$ cat config.mk
export PLATFORM = sky130hd
export DESIGN_NAME = msx_core
export DESIGN_NICKNAME = d
export VERILOG_FILES = /design/src/source/msx_audio_pkg.sv /design/src/source/msx_bus_pkg.sv /design/src/source/cpu_bus_if.sv /design/src/source/audio_mixer.sv /design/src/source/msx_core.sv /design/src/source/ppi_slot_select.sv /design/src/source/subslot_expander.sv
export VERILOG_INCLUDE_DIRS = /design/src /design/src/source
export SDC_FILE = /design/constraint.sdc
export NUM_CORES = 1
export LEC_CHECK = 0
export BUFFER_PORTS_ARGS = -buffer_cell sky130_fd_sc_hd__clkbuf_2
export CAP_MARGIN = 5
export CELL_PAD_IN_SITES_DETAIL_PLACEMENT = 0
export CELL_PAD_IN_SITES_GLOBAL_PLACEMENT = 1
export CORE_AREA = 2 2 112 114
export DETAILED_ROUTE_END_ITERATION = 8
export DIE_AREA = 0 0 114 116
export GPL_TIMING_DRIVEN = 0
export PLACE_DENSITY = 0.8
export SYNTH_ARGS = -nofsm -noshare
export SYNTH_HDL_FRONTEND = slang
export SYNTH_SLANG_ARGS = --single-unit
$ cat constraint.sdc
create_clock -name clock_bus -period 3.1 [get_ports clock_bus]
set_input_delay 0.465 -clock clock_bus [delete_from_list [all_inputs] [get_ports clock_bus]]
set_output_delay 0.465 -clock clock_bus [all_outputs]
set_load 0.05 [all_outputs]
$ cat src/source/msx_bus_config.svh
`ifndef MSX_BUS_CONFIG_SVH
`define MSX_BUS_CONFIG_SVH

// Build-wide bus configuration of the MSX core

// PPI I/O base A8, ports A8 to AB
// Compared against the upper five bits of the low address byte
`define MSX_PORT_PPI 5'b10101

// Primary slots fitted with a slot expander
// Bit n set means primary slot n is expanded
// Only slot 3 carries an expander here, as on most MSX machines
`define MSX_EXPANDED_SLOTS 4'b1000

// Secondary slot register, seen in page 3 of an expanded slot
// Writes store the subslot map, reads return it inverted
`define MSX_SUBSLOT_ADDR 16'hFFFF

`endif

$ cat src/source/msx_audio_pkg.sv
package msx_audio_pkg;

   // PSG channel mix, unsigned
   typedef logic [9:0]         psg_level_t;

   // Sound from cartridge devices
   typedef logic signed [15:0] device_sample_t;

   // Final mixed sample
   typedef logic [15:0]        audio_sample_t;

   // Compressor cases, from the top three bits of the 17-bit sum
   typedef enum logic [1:0] {
      in_range,
      clip_high,
      clip_low
   } mix_range_t;

endpackage

$ cat src/source/msx_bus_pkg.sv
package msx_bus_pkg;

   // Z80 address and data
   typedef logic [15:0] cpu_addr_t;
   typedef logic [7:0]  cpu_data_t;

   // Primary or secondary slot number
   typedef logic [1:0]  slot_t;

   // 16 KB page, address bits 15:14
   typedef logic [1:0]  page_t;

   // Offset inside a page, address bits 13:0
   typedef logic [13:0] page_offset_t;

   // Source that answers a CPU read
   typedef enum logic [2:0] {
      src_ppi,
      src_subslot,
      src_memory,
      src_kbd,
      src_none
   } read_src_t;

endpackage

$ cat src/source/cpu_bus_if.sv
`timescale 1ns/1ps

// Accepted CPU cycle, as seen by the slot logic
interface cpu_bus_if
   import msx_bus_pkg::*;
();

   // High only in the cycle where the request is accepted
   logic      strobe;
   logic      iorq;
   logic      wr;
   cpu_addr_t addr;
   cpu_data_t wdata;

   modport master (
      output strobe,
      output iorq,
      output wr,
      output addr,
      output wdata
   );

   modport slave (
      input strobe,
      input iorq,
      input wr,
      input addr,
      input wdata
   );

endinterface

$ cat src/source/audio_mixer.sv
`timescale 1ns/1ps

// PSG, key click, cassette and device sound mixed to one 16-bit sample
module audio_mixer
   import msx_audio_pkg::*;
(
   input  logic           clock_bus,
   input  logic           rst_n,
   input  psg_level_t     psg_level,
   input  logic           key_beep,
   input  logic           cas_motor,
   input  logic           cas_audio_in,
   input  device_sample_t device_sound,
   output audio_sample_t  audio
);

   psg_level_t    psg_sum;
   logic [16:0]   mix;
   mix_range_t    mix_range;
   audio_sample_t mixed;

   // Cassette input is only heard while the motor is stopped
   assign psg_sum = psg_level
                  + {4'b0000, key_beep, 5'b00000}
                  + {5'b00000, cas_audio_in & ~cas_motor, 4'b0000};

   assign mix = {3'b000, psg_sum, 4'b0000} + {device_sound[15], device_sound};

   always_comb begin
      case (mix[16:14])
         3'b000, 3'b111:         mix_range = in_range;
         3'b001, 3'b010, 3'b011: mix_range = clip_high;
         default:                mix_range = clip_low;
      endcase
   end

   // Pass keeps the sign bit and doubles the low 14 bits
   always_comb begin
      case (mix_range)
         in_range:  mixed = {mix[16], mix[13:0], 1'b0};
         clip_high: mixed = 16'h7FFF;
         default:   mixed = 16'h8000;
      endcase
   end

   always_ff @(posedge clock_bus or negedge rst_n) begin
      if (!rst_n) begin
         audio <= '0;
      end else begin
         audio <= mixed;
      end
   end

endmodule

$ cat src/source/msx_core.sv
`timescale 1ns/1ps
`include "msx_bus_config.svh"

// CPU-side bus fabric of the MSX core
module msx_core
   import msx_bus_pkg::*;
   import msx_audio_pkg::*;
(
   input  logic           clock_bus,
   input  logic           rst_n,
   input  logic           req_valid,
   output logic           req_ready,
   input  logic           req_iorq,
   input  logic           req_wr,
   input  cpu_addr_t      req_addr,
   input  cpu_data_t      req_wdata,
   output logic           rsp_valid,
   input  logic           rsp_ready,
   output cpu_data_t      rsp_rdata,
   output slot_t          mem_slot,
   output slot_t          mem_subslot,
   output page_t          mem_page,
   output page_offset_t   mem_offset,
   input  cpu_data_t      mem_rdata,
   input  cpu_data_t      kb_data,
   output logic [3:0]     kb_row,
   output logic           cas_motor,
   input  logic           cas_audio_in,
   input  psg_level_t     psg_level,
   input  device_sample_t device_sound,
   output audio_sample_t  audio
);

   logic       accept;
   logic       ppi_sel;
   logic       sub_claim;
   logic       key_beep;
   logic [7:0] page_slots;
   slot_t      active_slot;
   slot_t      active_subslot;
   cpu_data_t  ppi_rdata;
   cpu_data_t  sub_rdata;
   cpu_data_t  read_data;
   read_src_t  read_src;

   cpu_bus_if bus ();

   // One cycle in flight, a pending response blocks new requests
   assign req_ready = ~rsp_valid;
   assign accept    = req_valid & req_ready;

   assign bus.strobe = accept;
   assign bus.iorq   = req_iorq;
   assign bus.wr     = req_wr;
   assign bus.addr   = req_addr;
   assign bus.wdata  = req_wdata;

   // I/O decoder
   assign ppi_sel = req_iorq && (req_addr[7:3] == `MSX_PORT_PPI);

   ppi_slot_select u_ppi (
      .clock_bus  (clock_bus),
      .rst_n      (rst_n),
      .bus        (bus),
      .sel        (ppi_sel),
      .kb_data    (kb_data),
      .rdata      (ppi_rdata),
      .active_slot(active_slot),
      .page_slots (page_slots),
      .kb_row     (kb_row),
      .cas_motor  (cas_motor),
      .key_beep   (key_beep)
   );

   subslot_expander u_subslot (
      .clock_bus     (clock_bus),
      .rst_n         (rst_n),
      .bus           (bus),
      .active_slot   (active_slot),
      .page_slots    (page_slots),
      .active_subslot(active_subslot),
      .claim         (sub_claim),
      .rdata         (sub_rdata)
   );

   audio_mixer u_mixer (
      .clock_bus   (clock_bus),
      .rst_n       (rst_n),
      .psg_level   (psg_level),
      .key_beep    (key_beep),
      .cas_motor   (cas_motor),
      .cas_audio_in(cas_audio_in),
      .device_sound(device_sound),
      .audio       (audio)
   );

   // Read source priority, port B goes straight to the keyboard
   always_comb begin
      if (ppi_sel) begin
         read_src = (req_addr[1:0] == 2'd1) ? src_kbd : src_ppi;
      end else if (sub_claim) begin
         read_src = src_subslot;
      end else if (!req_iorq) begin
         read_src = src_memory;
      end else begin
         read_src = src_none;
      end
   end

   always_comb begin
      case (read_src)
         src_ppi:     read_data = ppi_rdata;
         src_kbd:     read_data = kb_data;
         src_subslot: read_data = sub_rdata;
         src_memory:  read_data = mem_rdata;
         default:     read_data = 8'hFF;
      endcase
   end

   always_ff @(posedge clock_bus or negedge rst_n) begin
      if (!rst_n) begin
         rsp_valid <= 1'b0;
      end else if (accept) begin
         rsp_valid <= 1'b1;
      end else if (rsp_ready) begin
         rsp_valid <= 1'b0;
      end
   end

   // Writes answer with FF
   always_ff @(posedge clock_bus) begin
      if (accept) begin
         rsp_rdata <= req_wr ? 8'hFF : read_data;
      end
   end

   assign mem_slot    = active_slot;
   assign mem_subslot = active_subslot;
   assign mem_page    = req_addr[15:14];
   assign mem_offset  = req_addr[13:0];

   a_rsp_held: assert property (
      @(posedge clock_bus) disable iff (!rst_n)
      (rsp_valid && !rsp_ready) |=> rsp_valid
   );

endmodule

$ cat src/source/ppi_slot_select.sv
`timescale 1ns/1ps

// 8255 subset used by the MSX slot logic and keyboard
module ppi_slot_select
   import msx_bus_pkg::*;
(
   input  logic        clock_bus,
   input  logic        rst_n,
   cpu_bus_if.slave    bus,
   input  logic        sel,
   input  cpu_data_t   kb_data,
   output cpu_data_t   rdata,
   output slot_t       active_slot,
   output logic [7:0]  page_slots,
   output logic [3:0]  kb_row,
   output logic        cas_motor,
   output logic        key_beep
);

   cpu_data_t port_a;
   cpu_data_t port_c;
   logic      map_valid;
   logic      ppi_access;
   page_t     page;

   assign ppi_access = bus.strobe & sel;
   assign page       = bus.addr[15:14];

   always_ff @(posedge clock_bus or negedge rst_n) begin
      if (!rst_n) begin
         port_a    <= '0;
         port_c    <= '0;
         map_valid <= 1'b0;
      end else if (ppi_access) begin
         // Any access, read or write, makes the slot map valid
         map_valid <= 1'b1;
         if (bus.wr) begin
            case (bus.addr[1:0])
               2'd0: port_a <= bus.wdata;
               2'd2: port_c <= bus.wdata;
               2'd3: begin
                  // Bit set/reset on port C, mode words are ignored
                  if (!bus.wdata[7]) begin
                     port_c[bus.wdata[3:1]] <= bus.wdata[0];
                  end
               end
               // Port B is input only
               default: ;
            endcase
         end
      end
   end

   // Two bits of port A per page
   always_comb begin
      if (!map_valid) begin
         active_slot = 2'b00;
      end else begin
         case (page)
            2'd0:    active_slot = port_a[1:0];
            2'd1:    active_slot = port_a[3:2];
            2'd2:    active_slot = port_a[5:4];
            default: active_slot = port_a[7:6];
         endcase
      end
   end

   always_comb begin
      case (bus.addr[1:0])
         2'd0:    rdata = port_a;
         2'd1:    rdata = kb_data;
         2'd2:    rdata = port_c;
         default: rdata = 8'hFF;
      endcase
   end

   assign page_slots = port_a;
   assign kb_row     = port_c[3:0];
   assign cas_motor  = port_c[4];
   assign key_beep   = port_c[7];

   // Slot 0 until the first PPI access, whatever port A holds
   a_slot_zero_before_map: assert property (
      @(posedge clock_bus) disable iff (!rst_n)
      !map_valid |-> (active_slot == 2'b00)
   );

endmodule

$ cat src/source/subslot_expander.sv
`timescale 1ns/1ps
`include "msx_bus_config.svh"

// Secondary slot registers for the expanded primary slots
module subslot_expander
   import msx_bus_pkg::*;
(
   input  logic       clock_bus,
   input  logic       rst_n,
   cpu_bus_if.slave   bus,
   input  slot_t      active_slot,
   input  logic [7:0] page_slots,
   output slot_t      active_subslot,
   output logic       claim,
   output cpu_data_t  rdata
);

   localparam logic [3:0] expanded_mask = `MSX_EXPANDED_SLOTS;

   cpu_data_t  sub_regs [4];
   slot_t      page3_slot;
   logic       page3_expanded;
   cpu_data_t  active_reg;

   // FFFF always lives in page 3, so its slot comes from port A bits 7:6
   assign page3_slot     = page_slots[7:6];
   assign page3_expanded = expanded_mask[page3_slot];

   assign claim = !bus.iorq && (bus.addr == `MSX_SUBSLOT_ADDR) && page3_expanded;

   always_ff @(posedge clock_bus or negedge rst_n) begin
      if (!rst_n) begin
         for (int i = 0; i < 4; i++) begin
            sub_regs[i] <= '0;
         end
      end else if (bus.strobe && claim && bus.wr) begin
         sub_regs[page3_slot] <= bus.wdata;
      end
   end

   // The expander register reads back inverted
   assign rdata = ~sub_regs[page3_slot];

   assign active_reg = sub_regs[active_slot];

   always_comb begin
      if (!expanded_mask[active_slot]) begin
         active_subslot = 2'b00;
      end else begin
         case (bus.addr[15:14])
            2'd0:    active_subslot = active_reg[1:0];
            2'd1:    active_subslot = active_reg[3:2];
            2'd2:    active_subslot = active_reg[5:4];
            default: active_subslot = active_reg[7:6];
         endcase
      end
   end

   // A non-expanded slot in page 3 leaves FFFF to memory
   a_claim_only_expanded: assert property (
      @(posedge clock_bus) disable iff (!rst_n)
      claim |-> expanded_mask[page_slots[7:6]]
   );

endmodule

---- Yosys cells after proc, flatten, opt, wreduce, memory -nomap -nowiden ----
Cells that the tools add are included.
cells by class
  bitwise logic cells ..................... 8
  equal/unequal tests ..................... 16
  $lt $le $gt $ge ......................... 7
  reduce and logical (&&, ||, !) cells .... 19
  multiplexer cells ....................... 32
  add/sub/neg operators ................... 3
operators by type and width
  operator                count
  $mux W8                 6
  $bmux W8 S2             2
  $bwmux W32              1
  $pmux W16 S2            1
  $pmux W8 S4             1
  $pmux W8 S3             1
  $add A15 B16 Y17        1
  $demux W8 S2            1
  $eq A16 B16 Y1 const B  1
  $pmux W8 S2             1
  $eq A3 B2 Y1 const B    4
  $pmux W2 S3             2
  $add A10 B5 Y10         1
  $add A10 B6 Y10         1
  $mux W3                 3
  $bwmux W8               1
  $not A8 Y8              1
  $logic_and A1 B1 Y1     7
  $eq A2 B1 Y1 const B    3
  $eq A2 B2 Y1 const B    3
  $eq A3 B1 Y1 const B    2
  $ge A3 B3 Y1 const B    2
  $logic_not A2 Y1        3
  $logic_not A3 Y1        2
  other kinds (21)        34
word-level totals
  register bits after elaboration ......... 74
  input bits .............................. 73
  word-level logic and storage cells ...... 95
  output and inout bits ................... 51

---- Longest topological paths before layout ----
Gate-level depths: netlist of run 1.
  depth after elaboration ................. 9
  mapped depth ............................ 14
  gate-level depth less buffers ........... 13

---- Modules after synthesis ----
A second synthesis of run 1 with hierarchy kept.
second synthesis, totals
  cell total of the unflattened synthesis .. 423
  area total of the unflattened synthesis .. 4,800.9 um^2
by module, submodules not included
  module            cells each  times used  sequential area each (um^2)  area each (um^2)
  subslot_expander  102         1           800.8                        1,446.4
  audio_mixer       129         1           400.4                        1,270.0
  ppi_slot_select   113         1           425.4                        1,244.9
  msx_core          79          1           265.3                        839.6

---- Worst setup path before layout of run 1 ----
OpenSTA, ideal clock, no wires.
  kind .................................... input port to output port
  from .................................... input port req_addr[14]
  to ...................................... output port mem_subslot[1]
  stages on the path ...................... 7
  data required time ...................... 2.635 ns
  path slack .............................. -0.293 ns
  data arrival time ....................... 2.928 ns
  buffers on the path ..................... 2
  path through ............................ buf_6 mux4_2 and2_4 buf_6 mux4_2 nor2_1 a211oi_1
between the ends
  cells in the longest elaborated chain, start to end .. 9
  elaborated cells on any way between the ends .. 13
  classes of those cells .................. eq/ne (2); mux (9); bitwise (1); reduce/logical (1)
RTL lines
  what                                        RTL line                RTL
  start, declared                             msx_core.sv:15          input cpu_addr_t req_addr,
  $eq A2 B2 Y1, or another cell as far along  ppi_slot_select.sv:59   case (page)
  $pmux W2 S3 (*)                             ppi_slot_select.sv:59
  $mux W2 (*)                                 ppi_slot_select.sv:56   if (!map_valid) begin
  via mem_slot[0]                             msx_core.sv:20          output slot_t mem_slot,
  $not A2 Y3 (not written as such)            subslot_expander.sv:44  assign active_reg = sub_regs[active_slot];
  $bmux W8 S2                                 subslot_expander.sv:44
  $mux W8 (not written as such) (2 in a row)  subslot_expander.sv:44
  $pmux W2 S3                                 subslot_expander.sv:50  case (bus.addr[15:14])
  $mux W2 (*)                                 subslot_expander.sv:47  if (!expanded_mask[active_slot]) begin
  end, declared                               msx_core.sv:21          output slot_t mem_subslot,
Mark *: on every way through the listed nets, which the timed path passes. The rest lies on a longest branch. The select of a mux whose other input is x is not followed.

---- Worst setup path in the final report of run 1 ----
  from .................................... register u_ppi.port_c[4]
  to ...................................... register u_mixer.audio[5]
between the ends
  cells in the longest elaborated chain, start to end .. 9
  elaborated cells on any way between the ends .. 15
  classes of those cells .................. add/sub (2); eq/ne (5); mux (2); bitwise (2); reduce/logical (4)
RTL lines
  what                                                         RTL line               RTL
  start, declared                                              ppi_slot_select.sv:21  cpu_data_t port_c;
  start signal, assigned                                       ppi_slot_select.sv:40  2'd2: port_c <= bus.wdata;
  start signal, assigned by index                              ppi_slot_select.sv:44  port_c[bus.wdata[3:1]] <= bus.wdata[0];
  $not A1 Y1 (*)                                               audio_mixer.sv:25      + {5'b00000, cas_audio_in & ~cas_motor, 4'b0000};
  $and A1 B1 Y1 (*)                                            audio_mixer.sv:25
  $add A10 B5 Y10 (*)                                          audio_mixer.sv:25
  $add A15 B16 Y17 (*)                                         audio_mixer.sv:27      assign mix = {3'b000, psg_sum, 4'b0000} + {device_sound[15], device_sound};
  $eq A3 B1 Y1, or another cell as far along                   audio_mixer.sv:30      case (mix[16:14])
  $reduce_or A3 Y1 / $reduce_or A2 Y1 (equally long branches)  audio_mixer.sv:30
  $pmux W2 S2 (*)                                              audio_mixer.sv:30
  $eq A2 B1 Y1 / $logic_not A2 Y1 (equally long branches)      audio_mixer.sv:39      case (mix_range)
  $pmux W16 S2 (*)                                             audio_mixer.sv:39
  via u_mixer.mixed[5]                                         audio_mixer.sv:20      audio_sample_t mixed;
  end signal, assigned                                         audio_mixer.sv:50      audio <= mixed;
  end, declared                                                audio_mixer.sv:14      output audio_sample_t audio
Mark *: on every way through the listed nets, which the timed path passes. The rest lies on a longest branch.
A chain may end at the register's enable or synchronous reset.

==> qor.csv, run 1 <==
stage,metric,value,unit
outcome,run status,"finished, violations left",
outcome,violated checks,setup timing,
critical_path,CP endpoint kind,flop,
final_layout,# diodes,0,
yosys,top post-synthesis cells by count,"dfrtp_1, clkbuf_1, o21ai_0",
routing,DRT iter0 DRCs,165,
yosys,distinct cell type count after synthesis,55,
sta,Peak Freq,322,MHz
routing,WL per Instance,16.1,µm
critical_path,CP top delay family,compound AO/OA/AOI/OAI gates,
clock_tree,Sink Count,74,
yosys,fraction of synthesized cell area in xor and xnor cells,2.28,%
grt,initial antenna violation count,0,
final_layout,share of cells above drive strength 1,43.1,%
clock_tree,maximum root-to-sink buffer count,2,
power,Peak VDD IR,0.000301,V
critical_path,Setup crit start kind,flop,
die,die area,13200,µm²
power,leak pwr,2.62,nW
sta,Tightest Pin Transition,0.852,ns
power,P per Cell Area,493,nW/µm²
die,Die Wd,114,µm
place,# placed instances,659,
final_layout,"Core Util, Final",46.6,%
clock_tree,worst skew pair latency,0.34,ns
yosys,Synth area leaders,"dfrtp_1, mux4_2, edfxtp_1",
sta,skew final,0.0109,ns
yosys,largest family of logic cells by synthesized area,compound AO/OA/AOI/OAI gates,
sta,hold_ws,0.148,ns
yosys,Ys Warns,0,
clock_tree,Num CTS Buffers,9,
clock_tree,Root Buffer,clkbuf_16,
clock_tree,CTS tree,yes,
yosys,post-synthesis adder-cell area fraction,4.80,%
critical_path,CP peak stage delay,0.43,ns
die,core footprint,11900,µm²
grt,vias in the first global route,3510,
yosys,Synth Area in Compound Gates,16.0,%
routing,vias per cell,5.12,
yosys,Mapped Nets,477,
die,Row Count,40,
critical_path,Crit Path Category,flop to flop,
routing,routed vias,3518,
final_layout,"non-filler cells, final",687,
routing,DRC,0,
critical_path,CP Max Fanout,5,
clock_tree,cts hold-fix bufs,0,
yosys,Synth Area per Inst,10.9,µm²
grt,first-pass GRT wire length,17500,µm
yosys,Post-Synth Simple-Gate Area,9.95,%
clock_tree,CTS H-tree depth,3,
grt,grt ovf,0,
critical_path,CP most frequent cell,ha_4,
sta,Rel. slew slack,43.1,%
routing,final antenna-violating net count,0,
final_layout,area grow syn2layout,31.4,%
place,dpl cell area,5070,µm²
sta,unrepaired setup endpoints after global routing,yes,
sta,PnR worst setup slack,-0.00314,ns
yosys,register area share after synthesis,44.8,%
grt,largest net degree at the start of global routing,67,
clock_tree,clock-pin slew on the worst setup and hold paths,0.06,ns
place,Placer Congestion,0.904,
yosys,Mapped Area,4230,µm²
hold_path,worst min path class,primary input to async pin,
yosys,Async SR Flop Fraction,89.2,%
yosys,post-synthesis sequential element count,74,
critical_path,"Cell Chain, Critical Path",nor2b_4 -> ha_4 -> fa_2 -> nand3_2 -> xnor2_2 -> ha_4 -> and3_4 -> a221o_1 -> nor2_2 -> a311o_1 -> o21a_1 -> inv_2 -> buf_6 -> o21ba_4,
sta,Final Max Tran Viols,0,
yosys,Most used DFF post-synth,dfrtp_1,
final_layout,Filler Cell Count,1111,
sta,Hold Fails Final Rpt,0,
die,Die Y,116,µm
critical_path,CP max-delay cell,dfrtp_2,
yosys,cells after synthesis,389,
place,HPWL after DPL,8330,µm
yosys,Synth top area share,39.1,%
grt,GRT Total Usage,17.2,%
critical_path,Crit path buffers/inverters,2,
sta,period utilization,100,%
routing,Detailed Routing Iterations Pass 1,5,
sta,crit path time final,3.10,ns
sta,endpoints failing setup,3,
job,maxcap violations,0,
critical_path,WP data arrival,3.32,ns
routing,drt total wl,11100,µm
die,num ports,124,
yosys,most common cell in the netlist,dfrtp_1,
die,Initial Util,35.5,%
yosys,Yosys top cell by area,dfrtp_1,
yosys,count of flip-flops with a built-in enable after synthesis,8,
place,port buffer count,122,
yosys,multiplexer area fraction after synthesis,13.6,%
critical_path,CP required,3.32,ns
final_layout,Nets,623,
final_layout,Finished Cell Area,5550,µm²
[state kept, by name (all words and copies together), names as in the netlist]
name / cells
u_subslot.sub_regs: 32
u_ppi.page_slots: 8
u_ppi.port_c: 8
rsp_valid: 1
u_ppi.map_valid: 1
rsp_rdata: 8
u_mixer.audio: 16
[path summary, 6_finish.rpt]
| check | end | from | slack (ns) | cells after the start |
|---|---|---|---|---|
| max | u_mixer.audio[5] | u_ppi.port_c[4] | -0.003 | 14 |
| max in group asynchronous | u_ppi.port_c[7] | rst_n | 2.65 | 2 |
| min | u_mixer.audio[4] | rst_n | 0.15 | 2 |
| min in group clock_bus | rsp_valid | rsp_ready | 0.31 | 2 |
| min reg2reg | u_subslot.sub_regs[29] | u_subslot.sub_regs[29] | 0.45 | 1 |
| max reg2reg | u_mixer.audio[5] | u_ppi.port_c[4] | -0.003 | 14 |
[timing repair]
item / in CTS / in global routing
resized for setup: 7 / 13
setup buffers: 5 / 5
gates cloned: 1 / 1
endpoints found under the setup margin: 14 / 15
pin swaps: 4 / 9
[layout by cell type, fill, tap and decap left out, types with 5 or more instances in the layout]
| cell | Yosys | layout |
|---|---|---|
| a21oi_1 | 26 | 26 |
| mux4_2 | 11 | 11 |
| inv_1 | 7 | 7 |
| clkbuf_1 | 35 | 35 |
| mux2_2 | 17 | 17 |
| clkbuf_2 | 0 | 121 |
| xor2_1 | 5 | 5 |
| nand3_1 | 12 | 11 |
| ha_1 | 13 | 9 |
| mux2i_1 | 11 | 11 |
| o21a_1 | 5 | 5 |
| nand4_1 | 5 | 5 |
| nor2_1 | 16 | 16 |
| o21ai_0 | 32 | 32 |
| clkbuf_16 | 0 | 9 |
| buf_6 | 3 | 6 |
| nand2_1 | 12 | 12 |
| o21bai_1 | 9 | 9 |
| edfxtp_1 | 8 | 8 |
| dfrtp_1 | 66 | 64 |
| a21o_1 | 6 | 6 |
| buf_4 | 20 | 30 |
| o211ai_1 | 9 | 9 |
[final cells by class]
cell class	count	area [µm²]	share of cell area, %
Sequential cell	74	1890	34.1
Buffer	61	335	6.04
Inverter	9	33.8	0.608
Clock inverter	6	42.5	0.766
Tap cell	147	184	3.31
Timing Repair Buffer	135	738	13.3
Clock buffer	10	239	4.30
Multi-Input combinational cell	245	2090	37.6
[stage by stage]
step | power [mW] | setup TNS, ns | worst slack, ns
2_1_floorplan | 1.53 | 0 | 0.0170
3_3_place_gp | 1.72 | -3.75 | -0.371
3_5_place_dp | 1.73 | -4.55 | -0.420
4_1_cts | 2.73 | 0 | 0.0212
5_1_grt | 2.86 | -1.37 | -0.123
6_report | 2.74 | -0.00698 | -0.00314
[power breakdown]
part           internal [mW]  total [mW]  switching (mW)
logic                  0.247       0.710           0.463
registers               1.04        1.06          0.0213
clock network          0.563       0.969           0.406
[metal layers]
layer  wire (µm)  track usage, %  vias to the layer above  share of wire (%)
met5           0               0                        -                  0
met2        5260            29.4                      177                 48
met4         246            5.04                        0                2.2
met3        1020            5.75                       27                9.2
li1            -               -                     1667                  -
met1        4540            20.8                     1647                 41
[cell families after synthesis]
family	count (synthesis)
adders and majority gates	15
muxes	40
buffers and inverters	70
DFF	74
AOI/OAI and AO/OA	106
xor gates and xnor gates	11
and+or+nand+nor	73
(Power assumes the default switching activity.)
==> run 2, diff against run 1 <==
--- a/config.mk
+++ b/config.mk
@@ -8,11 +8,11 @@
 export LEC_CHECK = 0
 export BUFFER_PORTS_ARGS = -buffer_cell sky130_fd_sc_hd__clkbuf_2
 export CAP_MARGIN = 5
-export CELL_PAD_IN_SITES_DETAIL_PLACEMENT = 0
-export CELL_PAD_IN_SITES_GLOBAL_PLACEMENT = 1
-export CORE_AREA = 2 2 112 114
+export CELL_PAD_IN_SITES_DETAIL_PLACEMENT = 2
+export CELL_PAD_IN_SITES_GLOBAL_PLACEMENT = 2
+export CORE_AREA = 2 2 124 126
 export DETAILED_ROUTE_END_ITERATION = 8
-export DIE_AREA = 0 0 114 116
+export DIE_AREA = 0 0 126 128
 export GPL_TIMING_DRIVEN = 0
 export PLACE_DENSITY = 0.8
 export SYNTH_ARGS = -nofsm -noshare
==> qor.csv, run 2 (synthesis gave the netlist of run 1 again) <==
stage,metric,value,unit,change
sta,Rel. slew slack,45.5,%,+2.4 points
place,dpl cell area,5120,µm²,+1.0%
die,die area,16100,µm²,+22%
routing,Detailed Routing Iterations Pass 1,4,,-1
grt,GRT Max-Usage Layer,met2,,
die,Initial Util,28.4,%,-7.0 points
critical_path,FF-to-FF path depth,13,,-1
final_layout,Reg with most FFs,u_subslot.sub_regs,,
final_layout,area grow syn2layout,32.8,%,
routing,vias per cell,4.95,,-3.3%
final_layout,"commonest non-fill, non-tap cell in the layout",clkbuf_2,,
outcome,run status,"finished, violations left",,
routing,drt total wl,13900,µm,+26%
sta,period utilization,103,%,+2.4 points
sta,crit path time final,3.18,ns,+0.0747 ns
grt,GRT Total Usage,18.0,%,+0.77 points
critical_path,CP Max Fanout,10,,+5
place,Setup WS pre-CTS,-0.494,ns,-0.0737 ns
grt,vias in the first global route,4148,,+18%
power,leak pwr,2.62,nW,about the same
critical_path,WP data arrival,3.41,ns,+0.09 ns
die,Die Y,128,µm,+10%
final_layout,Nets,625,,+0.32%
grt,first-pass GRT wire length,22500,µm,+28%
routing,routed vias,3616,,+2.8%
die,Die Wd,126,µm,+11%
final_layout,# diodes,0,,unchanged
grt,grt ovf,0,,unchanged
clock_tree,worst skew pair latency,0.34,ns,about the same
die,Row Count,45,,+13%
power,P per Cell Area,493,nW/µm²,about the same
final_layout,biggest regs,"u_subslot.sub_regs x32, u_mixer.audio x16",,
critical_path,Setup crit start kind,flop,,
final_layout,max reg flops,32,,unchanged
final_layout,Finished Cell Area,5610,µm²,+1.0%
routing,DRT iter0 DRCs,61,,-63%
routing,WL per Instance,19.1,µm,+19%
sta,Fin Setup TNS,-0.582,ns,-0.575 ns
clock_tree,Num CTS Buffers,9,,unchanged
place,port buffer count,122,,unchanged
final_layout,Filler Cell Count,1636,,+47%
sta,PnR worst setup slack,-0.0778,ns,-0.0747 ns
clock_tree,cts hold-fix bufs,0,,unchanged
sta,endpoints failing setup,13,,+10
sta,Hold Fails Final Rpt,0,,unchanged
critical_path,crit path from,u_ppi.port_c[4],,
clock_tree,Sink Count,74,,unchanged
final_layout,"commonest cells after routing, fill and taps aside","clkbuf_2, dfrtp_1, clkbuf_1",,
grt,met3 usage,4.80,%,-0.95 points
clock_tree,clock-pin slew on the worst setup and hold paths,0.06,ns,about the same
outcome,violated checks,setup timing,,
grt,initial antenna violation count,0,,unchanged
critical_path,CP required,3.33,ns,about the same
clock_tree,maximum root-to-sink buffer count,2,,unchanged
sta,Final Max Tran Viols,0,,unchanged
grt,largest net degree at the start of global routing,52,,-22%
routing,DRC,0,,unchanged
place,HPWL after DPL,10500,µm,+26%
job,maxcap violations,0,,unchanged
die,num ports,124,,unchanged
final_layout,share of cells above drive strength 1,43.4,%,+0.21 points
critical_path,CP endpoint kind,flop,,
hold_path,worst min path class,primary input to async pin,,
critical_path,Crit Path Category,flop to flop,,
critical_path,Critical R2R Launch,u_ppi.port_c[4],,
sta,skew final,0.00975,ns,-0.00119 ns
place,Placer Congestion,0.870,,-3.7%
routing,final antenna-violating net count,0,,unchanged
die,core footprint,14900,µm²,+25%
clock_tree,CTS H-tree depth,3,,unchanged
grt,global-route met2 utilization,32.0,%,+2.6 points
sta,Peak Freq,315,MHz,-2.4%
clock_tree,Root Buffer,clkbuf_16,,
power,Peak VDD IR,0.000200,V,-34%
sta,unrepaired setup endpoints after global routing,yes,,
grt,met1 GRT Util,20.6,%,-0.20 points
sta,Tightest Pin Transition,0.816,ns,-0.0363 ns
clock_tree,CTS tree,yes,,
==> run 2: changes by cell type in the layout (fill, tap and decap cells not counted), sizes merged <==
| cell | delta |
|---|---|
| inv | +1 |
| buf | +2 |
| clkinv | -1 |
==> run 2: metal layers <==
metal | share of wire [%] | vias to the layer above
li1 | - | 1675
met1 | 41 | 1795
met2 | 51 | 127
met3 | 5.8 | 19
met4 | 2.3 | 0
met5 | 0 | -
==> run 2: timing repair <==
action / CTS / global route
gates resized for setup: 14 / 7
endpoints found under the setup margin: 15 / 15
pin swaps: 13 / 12
buffers inserted: 10 / 3
gates cloned: 1 / 0
==> run 2: final cells by class <==
class	instances	area [µm²]	share of cell area (%)
sequential	74	1890	33.8
buffer	61	339	6.04
clock buffer	10	229	4.08
multi-input combinational	245	2080	37.1
timing repair buffer	137	757	13.5
tap	188	235	4.19
clock inverter	6	42.5	0.758
inverter	9	33.8	0.602
==> run 2: stage by stage <==
step	power [mW]	cells	util (%)	hold WS [ns]
5_1_grt	2.90	730	37.8	0.0281
2_1_floorplan	1.53	389	-	0.169
3_5_place_dp	1.75	700	34.4	0.392
3_3_place_gp	1.72	699	34.2	0.435
6_report	2.77	730	37.8	0.0271
4_1_cts	2.79	727	37.3	0.0216
==> run 2: worst paths after layout <==
check	end	slack (ns)
worst max-delay path	u_mixer.audio[2]	-0.08
worst min-delay path	u_mixer.audio[3]	0.03
worst max register to register	u_mixer.audio[2]	-0.08
worst min register to register	u_subslot.sub_regs[25]	0.46
max in group asynchronous	u_ppi.port_c[7]	2.51
min in group clock_bus	rsp_valid	0.29
==> run 2: power breakdown <==
part	internal (mW)	switching, mW	total (mW)
clock	0.543	0.427	0.970
combinational	0.250	0.488	0.738
sequential	1.04	0.0215	1.06
total	1.83	0.937	2.77
==> run 2: worst max-delay path, cell delays in order, from the launching register on <==
cell	delay [ns]
dfrtp_2	0.39
nor2b_4	0.06
ha_4	0.15
fa_2	0.36
xor2_1	0.18
ha_1	0.34
a21o_1	0.23
a221o_1	0.41
nor2_4	0.20
a311o_1	0.18
o21a_1	0.16
inv_2	0.07
buf_8	0.14
o21ba_2	0.19
